===== src/design/uart_seg_defs.svh =====
`ifndef UART_SEG_DEFS_SVH
`define UART_SEG_DEFS_SVH

// default clocks per bit, 25 MHz clock at 115200 baud.
`define UART_SEG_CLKS_PER_BIT 217

// 1 when the display pins are active low (common anode).
`define UART_SEG_ACTIVE_LOW 1

`endif


===== src/design/uart_seg_pkg.sv =====
package uart_seg_pkg;

  // receiver states.
  typedef enum logic [2:0] {
    RX_IDLE    = 3'd0,
    RX_START   = 3'd1,
    RX_DATA    = 3'd2,
    RX_STOP    = 3'd3,
    RX_CLEANUP = 3'd4
  } rx_state_e;

  // seven-segment pattern, bit 0 is segment a and bit 6 is segment g.
  // a set bit lights the segment.
  typedef logic [6:0] seg_t;

endpackage


===== src/design/hex_seg_decoder.sv =====
`timescale 1ns/1ps

module hex_seg_decoder (
  input  logic               i_clk,
  input  logic               i_reset,
  input  logic [3:0]         i_nibble,
  output uart_seg_pkg::seg_t o_seg
);

  // patterns are gfedcba, active high.
  always_ff @(posedge i_clk) begin
    if (i_reset) begin
      o_seg <= '0;
    end else begin
      case (i_nibble)
        4'h0:    o_seg <= 7'h3F;
        4'h1:    o_seg <= 7'h06;
        4'h2:    o_seg <= 7'h5B;
        4'h3:    o_seg <= 7'h4F;
        4'h4:    o_seg <= 7'h66;
        4'h5:    o_seg <= 7'h6D;
        4'h6:    o_seg <= 7'h7D;
        4'h7:    o_seg <= 7'h07;
        4'h8:    o_seg <= 7'h7F;
        4'h9:    o_seg <= 7'h6F;
        4'hA:    o_seg <= 7'h77;
        // lower case b and d keep them apart from 8 and 0.
        4'hB:    o_seg <= 7'h7C;
        4'hC:    o_seg <= 7'h39;
        4'hD:    o_seg <= 7'h5E;
        4'hE:    o_seg <= 7'h79;
        default: o_seg <= 7'h71;
      endcase
    end
  end

endmodule


===== src/design/uart_rx.sv =====
`timescale 1ns/1ps
`include "uart_seg_defs.svh"

module uart_rx #(
  parameter int CLKS_PER_BIT = `UART_SEG_CLKS_PER_BIT
) (
  input  logic       i_clk,
  input  logic       i_reset,
  input  logic       i_serial,
  output logic       o_rx_valid,
  output logic [7:0] o_rx_byte,
  output logic       o_rx_frame_err
);

  localparam int CNT_W = $clog2(CLKS_PER_BIT);
  localparam logic [CNT_W-1:0] HALF_BIT = CNT_W'(CLKS_PER_BIT / 2 - 1);
  localparam logic [CNT_W-1:0] FULL_BIT = CNT_W'(CLKS_PER_BIT - 1);

  logic                    serial_meta;
  logic                    serial_sync;
  uart_seg_pkg::rx_state_e state;
  logic [CNT_W-1:0]        clk_count;
  logic [2:0]              bit_idx;
  logic [7:0]              shift_reg;
  logic                    bit_done;

  // two-flop synchronizer, the line idles high.
  always_ff @(posedge i_clk) begin
    if (i_reset) begin
      serial_meta <= 1'b1;
      serial_sync <= 1'b1;
    end else begin
      serial_meta <= i_serial;
      serial_sync <= serial_meta;
    end
  end

  assign bit_done = (clk_count == FULL_BIT);

  always_ff @(posedge i_clk) begin
    if (i_reset) begin
      state          <= uart_seg_pkg::RX_IDLE;
      clk_count      <= '0;
      bit_idx        <= '0;
      o_rx_valid     <= 1'b0;
      o_rx_frame_err <= 1'b0;
    end else begin
      o_rx_valid     <= 1'b0;
      o_rx_frame_err <= 1'b0;
      case (state)
        uart_seg_pkg::RX_IDLE: begin
          clk_count <= '0;
          bit_idx   <= '0;
          if (!serial_sync) begin
            state <= uart_seg_pkg::RX_START;
          end
        end
        uart_seg_pkg::RX_START: begin
          // middle of the start bit, a high line here was a glitch.
          if (clk_count == HALF_BIT) begin
            clk_count <= '0;
            if (serial_sync) begin
              state <= uart_seg_pkg::RX_IDLE;
            end else begin
              state <= uart_seg_pkg::RX_DATA;
            end
          end else begin
            clk_count <= clk_count + 1'b1;
          end
        end
        uart_seg_pkg::RX_DATA: begin
          if (bit_done) begin
            clk_count <= '0;
            bit_idx   <= bit_idx + 3'd1;
            if (bit_idx == 3'd7) begin
              state <= uart_seg_pkg::RX_STOP;
            end
          end else begin
            clk_count <= clk_count + 1'b1;
          end
        end
        uart_seg_pkg::RX_STOP: begin
          if (bit_done) begin
            clk_count      <= '0;
            o_rx_valid     <= serial_sync;
            o_rx_frame_err <= !serial_sync;
            state          <= uart_seg_pkg::RX_CLEANUP;
          end else begin
            clk_count <= clk_count + 1'b1;
          end
        end
        uart_seg_pkg::RX_CLEANUP: begin
          state <= uart_seg_pkg::RX_IDLE;
        end
        default: begin
          state <= uart_seg_pkg::RX_IDLE;
        end
      endcase
    end
  end

  // data arrives lsb first, the byte only updates on a good stop bit.
  always_ff @(posedge i_clk) begin
    if (state == uart_seg_pkg::RX_DATA && bit_done) begin
      shift_reg <= {serial_sync, shift_reg[7:1]};
    end
    if (state == uart_seg_pkg::RX_STOP && bit_done && serial_sync) begin
      o_rx_byte <= shift_reg;
    end
  end

endmodule


===== src/design/seg_display_ctrl.sv =====
`timescale 1ns/1ps
`include "uart_seg_defs.svh"

module seg_display_ctrl (
  input  logic               i_clk,
  input  logic               i_reset,
  input  logic               i_rx_valid,
  input  logic [7:0]         i_rx_byte,
  input  logic               i_rx_frame_err,
  output uart_seg_pkg::seg_t o_seg_upper,
  output uart_seg_pkg::seg_t o_seg_lower
);

  localparam uart_seg_pkg::seg_t SEG_DASH = 7'h40;
  localparam uart_seg_pkg::seg_t POL_MASK = (`UART_SEG_ACTIVE_LOW != 0) ? 7'h7F : 7'h00;

  logic [7:0]         byte_q;
  logic               shown_q;
  logic               err_q;
  logic               shown_d;
  logic               err_d;
  uart_seg_pkg::seg_t dec_upper;
  uart_seg_pkg::seg_t dec_lower;
  uart_seg_pkg::seg_t pat_upper;
  uart_seg_pkg::seg_t pat_lower;

  always_ff @(posedge i_clk) begin
    if (i_rx_valid) begin
      byte_q <= i_rx_byte;
    end
  end

  // flags, then one stage to line up with the decoders.
  always_ff @(posedge i_clk) begin
    if (i_reset) begin
      shown_q <= 1'b0;
      err_q   <= 1'b0;
      shown_d <= 1'b0;
      err_d   <= 1'b0;
    end else begin
      if (i_rx_valid) begin
        shown_q <= 1'b1;
        err_q   <= 1'b0;
      end else if (i_rx_frame_err) begin
        err_q <= 1'b1;
      end
      shown_d <= shown_q;
      err_d   <= err_q;
    end
  end

  hex_seg_decoder dec_upper_i (
    .i_clk    (i_clk),
    .i_reset  (i_reset),
    .i_nibble (byte_q[7:4]),
    .o_seg    (dec_upper)
  );

  hex_seg_decoder dec_lower_i (
    .i_clk    (i_clk),
    .i_reset  (i_reset),
    .i_nibble (byte_q[3:0]),
    .o_seg    (dec_lower)
  );

  always_comb begin
    if (!shown_d) begin
      pat_upper = '0;
      pat_lower = '0;
    end else if (err_d) begin
      pat_upper = SEG_DASH;
      pat_lower = SEG_DASH;
    end else begin
      pat_upper = dec_upper;
      pat_lower = dec_lower;
    end
  end

  // blank display out of reset.
  always_ff @(posedge i_clk) begin
    if (i_reset) begin
      o_seg_upper <= POL_MASK;
      o_seg_lower <= POL_MASK;
    end else begin
      o_seg_upper <= pat_upper ^ POL_MASK;
      o_seg_lower <= pat_lower ^ POL_MASK;
    end
  end

endmodule


===== src/design/uart_seg_top.sv =====
`timescale 1ns/1ps
`include "uart_seg_defs.svh"

module uart_seg_top #(
  parameter int CLKS_PER_BIT = `UART_SEG_CLKS_PER_BIT
) (
  input  logic               i_clk,
  input  logic               i_reset,
  input  logic               i_uart_rx,
  output logic               o_rx_valid,
  output logic               o_rx_frame_err,
  // upper nibble.
  output uart_seg_pkg::seg_t o_seg_upper,
  // lower nibble.
  output uart_seg_pkg::seg_t o_seg_lower
);

  logic [7:0] rx_byte;

  uart_rx #(
    .CLKS_PER_BIT (CLKS_PER_BIT)
  ) uart_rx_i (
    .i_clk          (i_clk),
    .i_reset        (i_reset),
    .i_serial       (i_uart_rx),
    .o_rx_valid     (o_rx_valid),
    .o_rx_byte      (rx_byte),
    .o_rx_frame_err (o_rx_frame_err)
  );

  seg_display_ctrl seg_display_ctrl_i (
    .i_clk          (i_clk),
    .i_reset        (i_reset),
    .i_rx_valid     (o_rx_valid),
    .i_rx_byte      (rx_byte),
    .i_rx_frame_err (o_rx_frame_err),
    .o_seg_upper    (o_seg_upper),
    .o_seg_lower    (o_seg_lower)
  );

endmodule


===== config.mk =====
export PLATFORM = sky130hd
export DESIGN_NAME = uart_seg_top
export DESIGN_NICKNAME = d
export VERILOG_FILES = /design/src/design/uart_seg_pkg.sv /design/src/design/hex_seg_decoder.sv /design/src/design/uart_rx.sv /design/src/design/seg_display_ctrl.sv /design/src/design/uart_seg_top.sv
export VERILOG_INCLUDE_DIRS = /design/src /design/src/design
export SDC_FILE = /design/constraint.sdc
export NUM_CORES = 1
export LEC_CHECK = 0
export BUFFER_PORTS_ARGS = -buffer_cell sky130_fd_sc_hd__buf_2
export CORE_MARGIN = 4
export CORE_UTILIZATION = 64
export DETAILED_ROUTE_END_ITERATION = 8
export MAX_ROUTING_LAYER = met4
export PLACE_DENSITY = 0.84
export SLEW_MARGIN = 0
export SYNTH_ARGS = -nofsm -noshare
export SYNTH_HDL_FRONTEND = slang
export SYNTH_SLANG_ARGS = --single-unit

===== constraint.sdc =====
create_clock -name i_clk -period 4.23 [get_ports i_clk]
set_clock_uncertainty 0.15 [all_clocks]
set_input_delay 0.2115 -clock i_clk [delete_from_list [all_inputs] [get_ports i_clk]]
set_output_delay 0.2115 -clock i_clk [all_outputs]
set_load 0.02 [all_outputs]

==> After elaboration in Yosys (flattened, before gate mapping) <==
Memory sizes are Yosys's and may differ from the RTL's. A register that Yosys moved wholly into a read port is not among the register bits.
Cells that the tools add are included.
{ "totals": {"mem_bits_rw": 0, "input_bits": 3, "mem_bits_ro": 224, "latch_bits": 0, "ff_bits": 60, "out_inout_bits": 16, "wordCells": 63, "n_memories": 2} }
{ "op_classes": {"order_cmp": 0, "multipliers": 0, "add_sub_neg": 2, "mux": 16, "n_div": 0, "n_bitwise": 4, "n_reduce_logical": 12, "n_shift": 0, "n_eq_ne": 11} }
{ "memory_table": {"columns": ["name", "depth", "word_bits", "rd", "rd_clocked_by_memory_dff", "wr", "line_no", "rtl"], "rows": [
  ["(no name shown)", 16, 7, 1, 1, 0, "hex_seg_decoder.sv:15", "case (i_nibble)"],
  ["(no name shown)", 16, 7, 1, 1, 0, "hex_seg_decoder.sv:15", null]
]} }
{ "ops": {"columns": ["operator", "n"], "rows": [
  ["$mux W7", 4],
  ["$pmux W8 S3", 1],
  ["$mux W3", 6],
  ["$mux W8", 2],
  ["$not A7 Y7", 2],
  ["$pmux W3 S4", 1],
  ["$add A8 B1 Y8 const B", 1],
  ["$eq A8 B7 Y1 const B", 1],
  ["$eq A8 B8 Y1 const B", 1],
  ["$ne A2 B1 Y1 const B", 4],
  ["$eq A3 B2 Y1 const B", 2],
  ["$pmux W3 S2", 1],
  ["$reduce_and A5 Y1", 1],
  ["$reduce_or A2 Y1", 2],
  ["$add A3 B1 Y3 const B", 1],
  ["$eq A3 B1 Y1 const B", 1],
  ["$eq A3 B3 Y1 const B", 1],
  ["$logic_and A1 B1 Y1", 3],
  ["$logic_not A3 Y1", 1],
  ["$reduce_bool A3 Y1", 1],
  ["$reduce_or A3 Y1", 1],
  ["$mux W2", 1],
  ["$ne A2 B2 Y1 const B", 1],
  ["$not A1 Y1", 2],
  ["3 further kinds", 3]
]} }

==> Longest topological paths before layout <==
{ "logic_depth": {"depth_word": 4, "ltp_mapped": 7, "ltp_nobuf": 6} }

==> Cells and area by module <==
Synthesis repeated with hierarchy kept, for this count alone.
{ "hier_totals": {"hier_cells": 257, "area_unflattened_um2": 3037.9} }
{ "by_module_without_submodules": {"columns": ["module", "instances", "cells_each", "area_each_um2"], "rows": [
  ["uart_rx", 1, 122, 1407.6],
  ["hex_seg_decoder", 2, 43, 454.2],
  ["seg_display_ctrl", 1, 49, 721.9]
]} }

==> Least setup slack after synthesis <==
Ideal clock, no wire load.
{ "synth_path": {"path_type": "reg2reg", "from": "reg uart_rx_i.clk_count[0]", "to": "reg uart_rx_i.o_rx_byte[0] (enable)", "required_ns": 3.685, "path_slack_ns": 2.053, "arrival_time_ns": 1.633, "stages_incl_launch_ff": 5, "setup_time_ns": 0.395, "path_cell_list": "dfxtp_1 -> inv_1 -> ha_1 -> nand4b_4 -> nor4_1"} }
{ "synth_between": {"elab_chain_len": 3} }
{ "synth_lines": {"columns": ["item", "line_no", "rtl"], "rows": [
  ["start, declared", "uart_rx.sv:22", "logic [CNT_W-1:0] clk_count;"],
  ["start signal, assigned", "uart_rx.sv:68", "clk_count <= clk_count + 1'b1;"],
  ["start signal, assigned", "uart_rx.sv:79", "clk_count <= clk_count + 1'b1;"],
  ["start signal, assigned", "uart_rx.sv:89", "clk_count <= clk_count + 1'b1;"],
  ["$eq A8 B8 Y1", "uart_rx.sv:38", "assign bit_done = (clk_count == FULL_BIT);"],
  ["$logic_and A1 B1 Y1 (2 in a row)", "uart_rx.sv:107", "if (state == uart_seg_pkg::RX_STOP && bit_done && serial_sync) begin"],
  ["end signal, assigned", "uart_rx.sv:108", "o_rx_byte <= shift_reg;"],
  ["end, declared", "uart_rx.sv:11", "output logic [7:0] o_rx_byte,"]
]} }
Every way passes these cells.
A chain may end at the register's enable or synchronous reset.

==> Worst setup path in the final report <==
{ "layout_path": {"from": "reg uart_rx_i.state[2]", "to": "reg uart_rx_i.bit_idx[0]"} }
{ "layout_between": {"elab_chain_len": 3, "elab_cells_between_ends": 6, "cone_classes": "2 x eq/ne; 1 x mux; 3 x reduce/logical"} }
{ "layout_lines": {"columns": ["item", "line_no", "rtl"], "rows": [
  ["start, declared", "uart_rx.sv:21", "uart_seg_pkg::rx_state_e state;"],
  ["start signal, assigned", "uart_rx.sv:42", "state <= uart_seg_pkg::RX_IDLE;"],
  ["start signal, assigned", "uart_rx.sv:55", "state <= uart_seg_pkg::RX_START;"],
  ["start signal, assigned", "uart_rx.sv:63", "state <= uart_seg_pkg::RX_IDLE;"],
  ["$eq A3 B2 Y1 / $logic_not A3 Y1 (equally long branches)", "uart_rx.sv:50", "case (state)"],
  ["$ne A2 B1 Y1 (no source line) / $reduce_bool A2 Y1 (equally long branches)", null, null],
  ["$reduce_and A2 Y1 (no source line)", null, null],
  ["end signal, assigned", "uart_rx.sv:74", "bit_idx <= bit_idx + 3'd1;"],
  ["end, declared", "uart_rx.sv:23", "logic [2:0] bit_idx;"]
]} }
Parallel ways exist; a longest one is shown, timed or not.

==> flow_metrics.py <==
metrics = {
    "logic_synthesis": {
        "syn_avg_cell_area_sq_um": 11.1,
        "async_flop_share": 0,
        "ys_seq_elements": 74,
        "post_synth_instance_area_sq_mm": 0.00299,
        "yosys_warnings": 0,
        "synth_largest_area_cell": "dfxtp_1",
        "yosysSeqAreaShare": 0.577,
        "synthCells": 268,
        "synth.area.top_cells": "dfxtp_1 34%, edfxtp_1 24%, ha_1 7.5%",
        "synth_most_common_cell": "dfxtp_1",
        "synthTopCellsByCount": "50 x dfxtp_1, 32 x nand2_1, 24 x edfxtp_1, 18 x ha_1, 16 x nor2_1",
        "synth_ff_type": "dfxtp_1",
        "synth_top_area_frac": 0.335,
        "synth-edff-count": 24,
        "syn_nets": 289,
        "synthDistinctLibCells": 49,
    },
    "grt": {
        "grt_pass1_wl_microns": 7870,
        "overflow": 0,
        "grt_use_met3": 0.0485,
        "grt.busiest_layer": "met2",
        "antenna_found_initial": 0,
        "grt_max_degree": 36,
        "use_met1": 0.200,
        "met2_usage": 0.278,
        "grtUsageTotal": 0.174,
        "grt_pass1_vias": 1797,
    },
    "layout": {
        "final_cell_count_no_fill": 342,
        "area_growth_pct": 10.9,
        "post-route-util": 0.745,
        "fillers": 316,
        "regArea_sq_mm": 0.00172,
        "drive_gt1_frac": 0.172,
        "multi_input_area_sq_mm": 0.00115,
        "layout.nets": 306,
        "diodes": 0,
    },
    "timing": {
        "holdWs_ps": 216,
        "period_minus_slack_ps": 1990,
        "worst_slew_pin_slew_ps": 719,
        "relSlewSlack": 0.519,
        "fin_setup_tns_ps": 0,
        "maxSlewViolCount": 0,
        "max_freq_ghz": 0.503,
        "hold_viol_final": 0,
        "rsz0062_at_grt": "false",
        "setup_violations": 0,
        "final.period_utilization": 0.470,
    },
    "detailed_routing": {
        "route.detailed.drc": 0,
        "postRouteAntennaNets": 0,
        "via_per_inst": 5.69,
        "totalWireLength_microns": 4490,
        "drt_first_iter_violations": 107,
        "vias": 1947,
        "wl_per_cell_microns": 13.1,
        "dr.pass1.iters": 4,
    },
    "die": {
        "die_h_microns": 76.3,
        "die_area_sq_mm": 0.00582,
        "die_w_microns": 76.3,
        "rows": 24,
        "num_io_pins": 19,
        "coreArea_sq_mm": 0.00444,
        "start_util": 0.672,
    },
    "clock_network": {
        "cts_hold_buffers": 1,
        "cts_root_buf": "clkbuf_8",
        "htree_levels": 3,
        "cts_setup_buffers": 0,
        "path_clk_slew_ps": 80,
        "worstSkewPairLatency_ps": 340,
        "cts_tree": "built",
        "cts.sink_count": 74,
        "cts_buffers": 9,
        "clockBufferDepth": 2,
        "postCtsResizedCells": 0,
    },
    "critical_path": {
        "end_kind": "flip-flop",
        "arrival_ps": 2110,
        "max_stage_delay_ps": 520,
        "crit_buf_inv": 0,
        "required_ps": 4350,
        "critPathTopFamily": "simple AND/OR/NAND/NOR gates",
        "crit_type": "reg2reg",
        "crit_slowest_cell": "dfxtp_1",
        "reg2regPathDepth": 4,
        "path_max_fanout": 18,
        "start_kind": "flip-flop",
        "worstPathCellList": "or2_2 -> nor4_4 -> nor2_1 -> a211oi_2",
        "cp.depth": 4,
    },
    "worst_hold_path": {
        "worstHoldPathCells": 1,
        "hp-class": "reg2reg",
    },
    "power": {
        "power_density_mw_per_mm2": 408,
        "p_leak_nw": 1.24,
        "vdd_drop_max_uv": 250,
    },
    "run_status": {
        "status": "complete, no violations",
    },
    "place": {
        "io_buffers": 18,
        "placedCellCount": 325,
        "dp_hpwl_microns": 3070,
        "place.gp.congestion": 0.826,
    },
    "run": {
        "drv_cap": 0,
    },
}
power breakdown:
group          total, mW  switching, mW  leakage (nW)  internal (mW)
clock              0.596          0.261         0.102          0.336
sequential         0.737        0.00266         0.624          0.734
combinational     0.0165         0.0107         0.512        0.00582
total               1.35          0.274          1.24           1.08
cell families after synthesis:
| group | Yosys count | share of synthesized area |
|---|---|---|
| AOI/OAI and AO/OA | 54 | 0.125 |
| buffers and inverters | 26 | 0.0386 |
| and+or+nand+nor | 94 | 0.174 |
| muxes | 2 | 0.0109 |
| DFF | 74 | 0.577 |
| adders and majority gates | 18 | 0.0754 |
placed cells by master (no fill, tap or decap), drive strengths merged, types with 2 or more instances in the layout:
| cell | count |
|---|---|
| o22ai | 2 |
| a211oi | 3 |
| bufinv | 2 |
| inv | 14 |
| o21ai | 11 |
| o21a | 2 |
| a221oi | 6 |
| a31oi | 6 |
| dfxtp | 50 |
| nor2b | 10 |
| nand3 | 4 |
| o211ai | 6 |
| nor2 | 16 |
| clkbuf | 9 |
| buf | 19 |
| nor3 | 6 |
| nand2b | 6 |
| or2 | 5 |
| ha | 18 |
| clkinvlp | 3 |
| nand2 | 33 |
| edfxtp | 24 |
| o31a | 2 |
| a21oi | 10 |
| nor4 | 7 |
layout make-up:
type,count,share of cell area
Multi-Input combinational cell,168,0.347
Inverter,12,0.0136
Sequential cell,74,0.520
Clock buffer,9,0.0374
Clock inverter,7,0.0302
Tap cell,52,0.0196
Timing Repair Buffer,20,0.0325
final timing paths:
path	slack, ps	to	from
setup reg to reg	2240	uart_rx_i.bit_idx[0]	uart_rx_i.state[2]
hold / removal	220	seg_display_ctrl_i.o_seg_lower[3]	seg_display_ctrl_i.dec_lower_i.o_seg[3]
setup / recovery	2240	uart_rx_i.bit_idx[0]	uart_rx_i.state[2]
hold reg to reg	220	seg_display_ctrl_i.o_seg_lower[3]	seg_display_ctrl_i.dec_lower_i.o_seg[3]
through the flow:
stage               setup slack [ps]  power, mW  instance area, sq um
floorplan                       2050      0.766                  2990
global placement                2290      0.768                  3080
detailed placement              2220      0.769                  3080
CTS                             2220       1.36                  3310
global route                    2050       1.40                  3310
finish                          2240       1.35                  3310
layer usage:
metal | wire length (microns) | vias to the layer above
li1 | - | 984
met1 | 1950 | 904
met2 | 2190 | 47
met3 | 255 | 12
met4 | 89 | 0
met5 | 0 | -
worst reg2reg max path: cells and delay by family (launching register included):
kind	cells	cell delay, ps
AND/OR/NAND/NOR	3	1060
flip-flops	1	520
AO/OA/AOI/OAI	1	200
No activity file was read; power rests on OpenSTA's default activity.
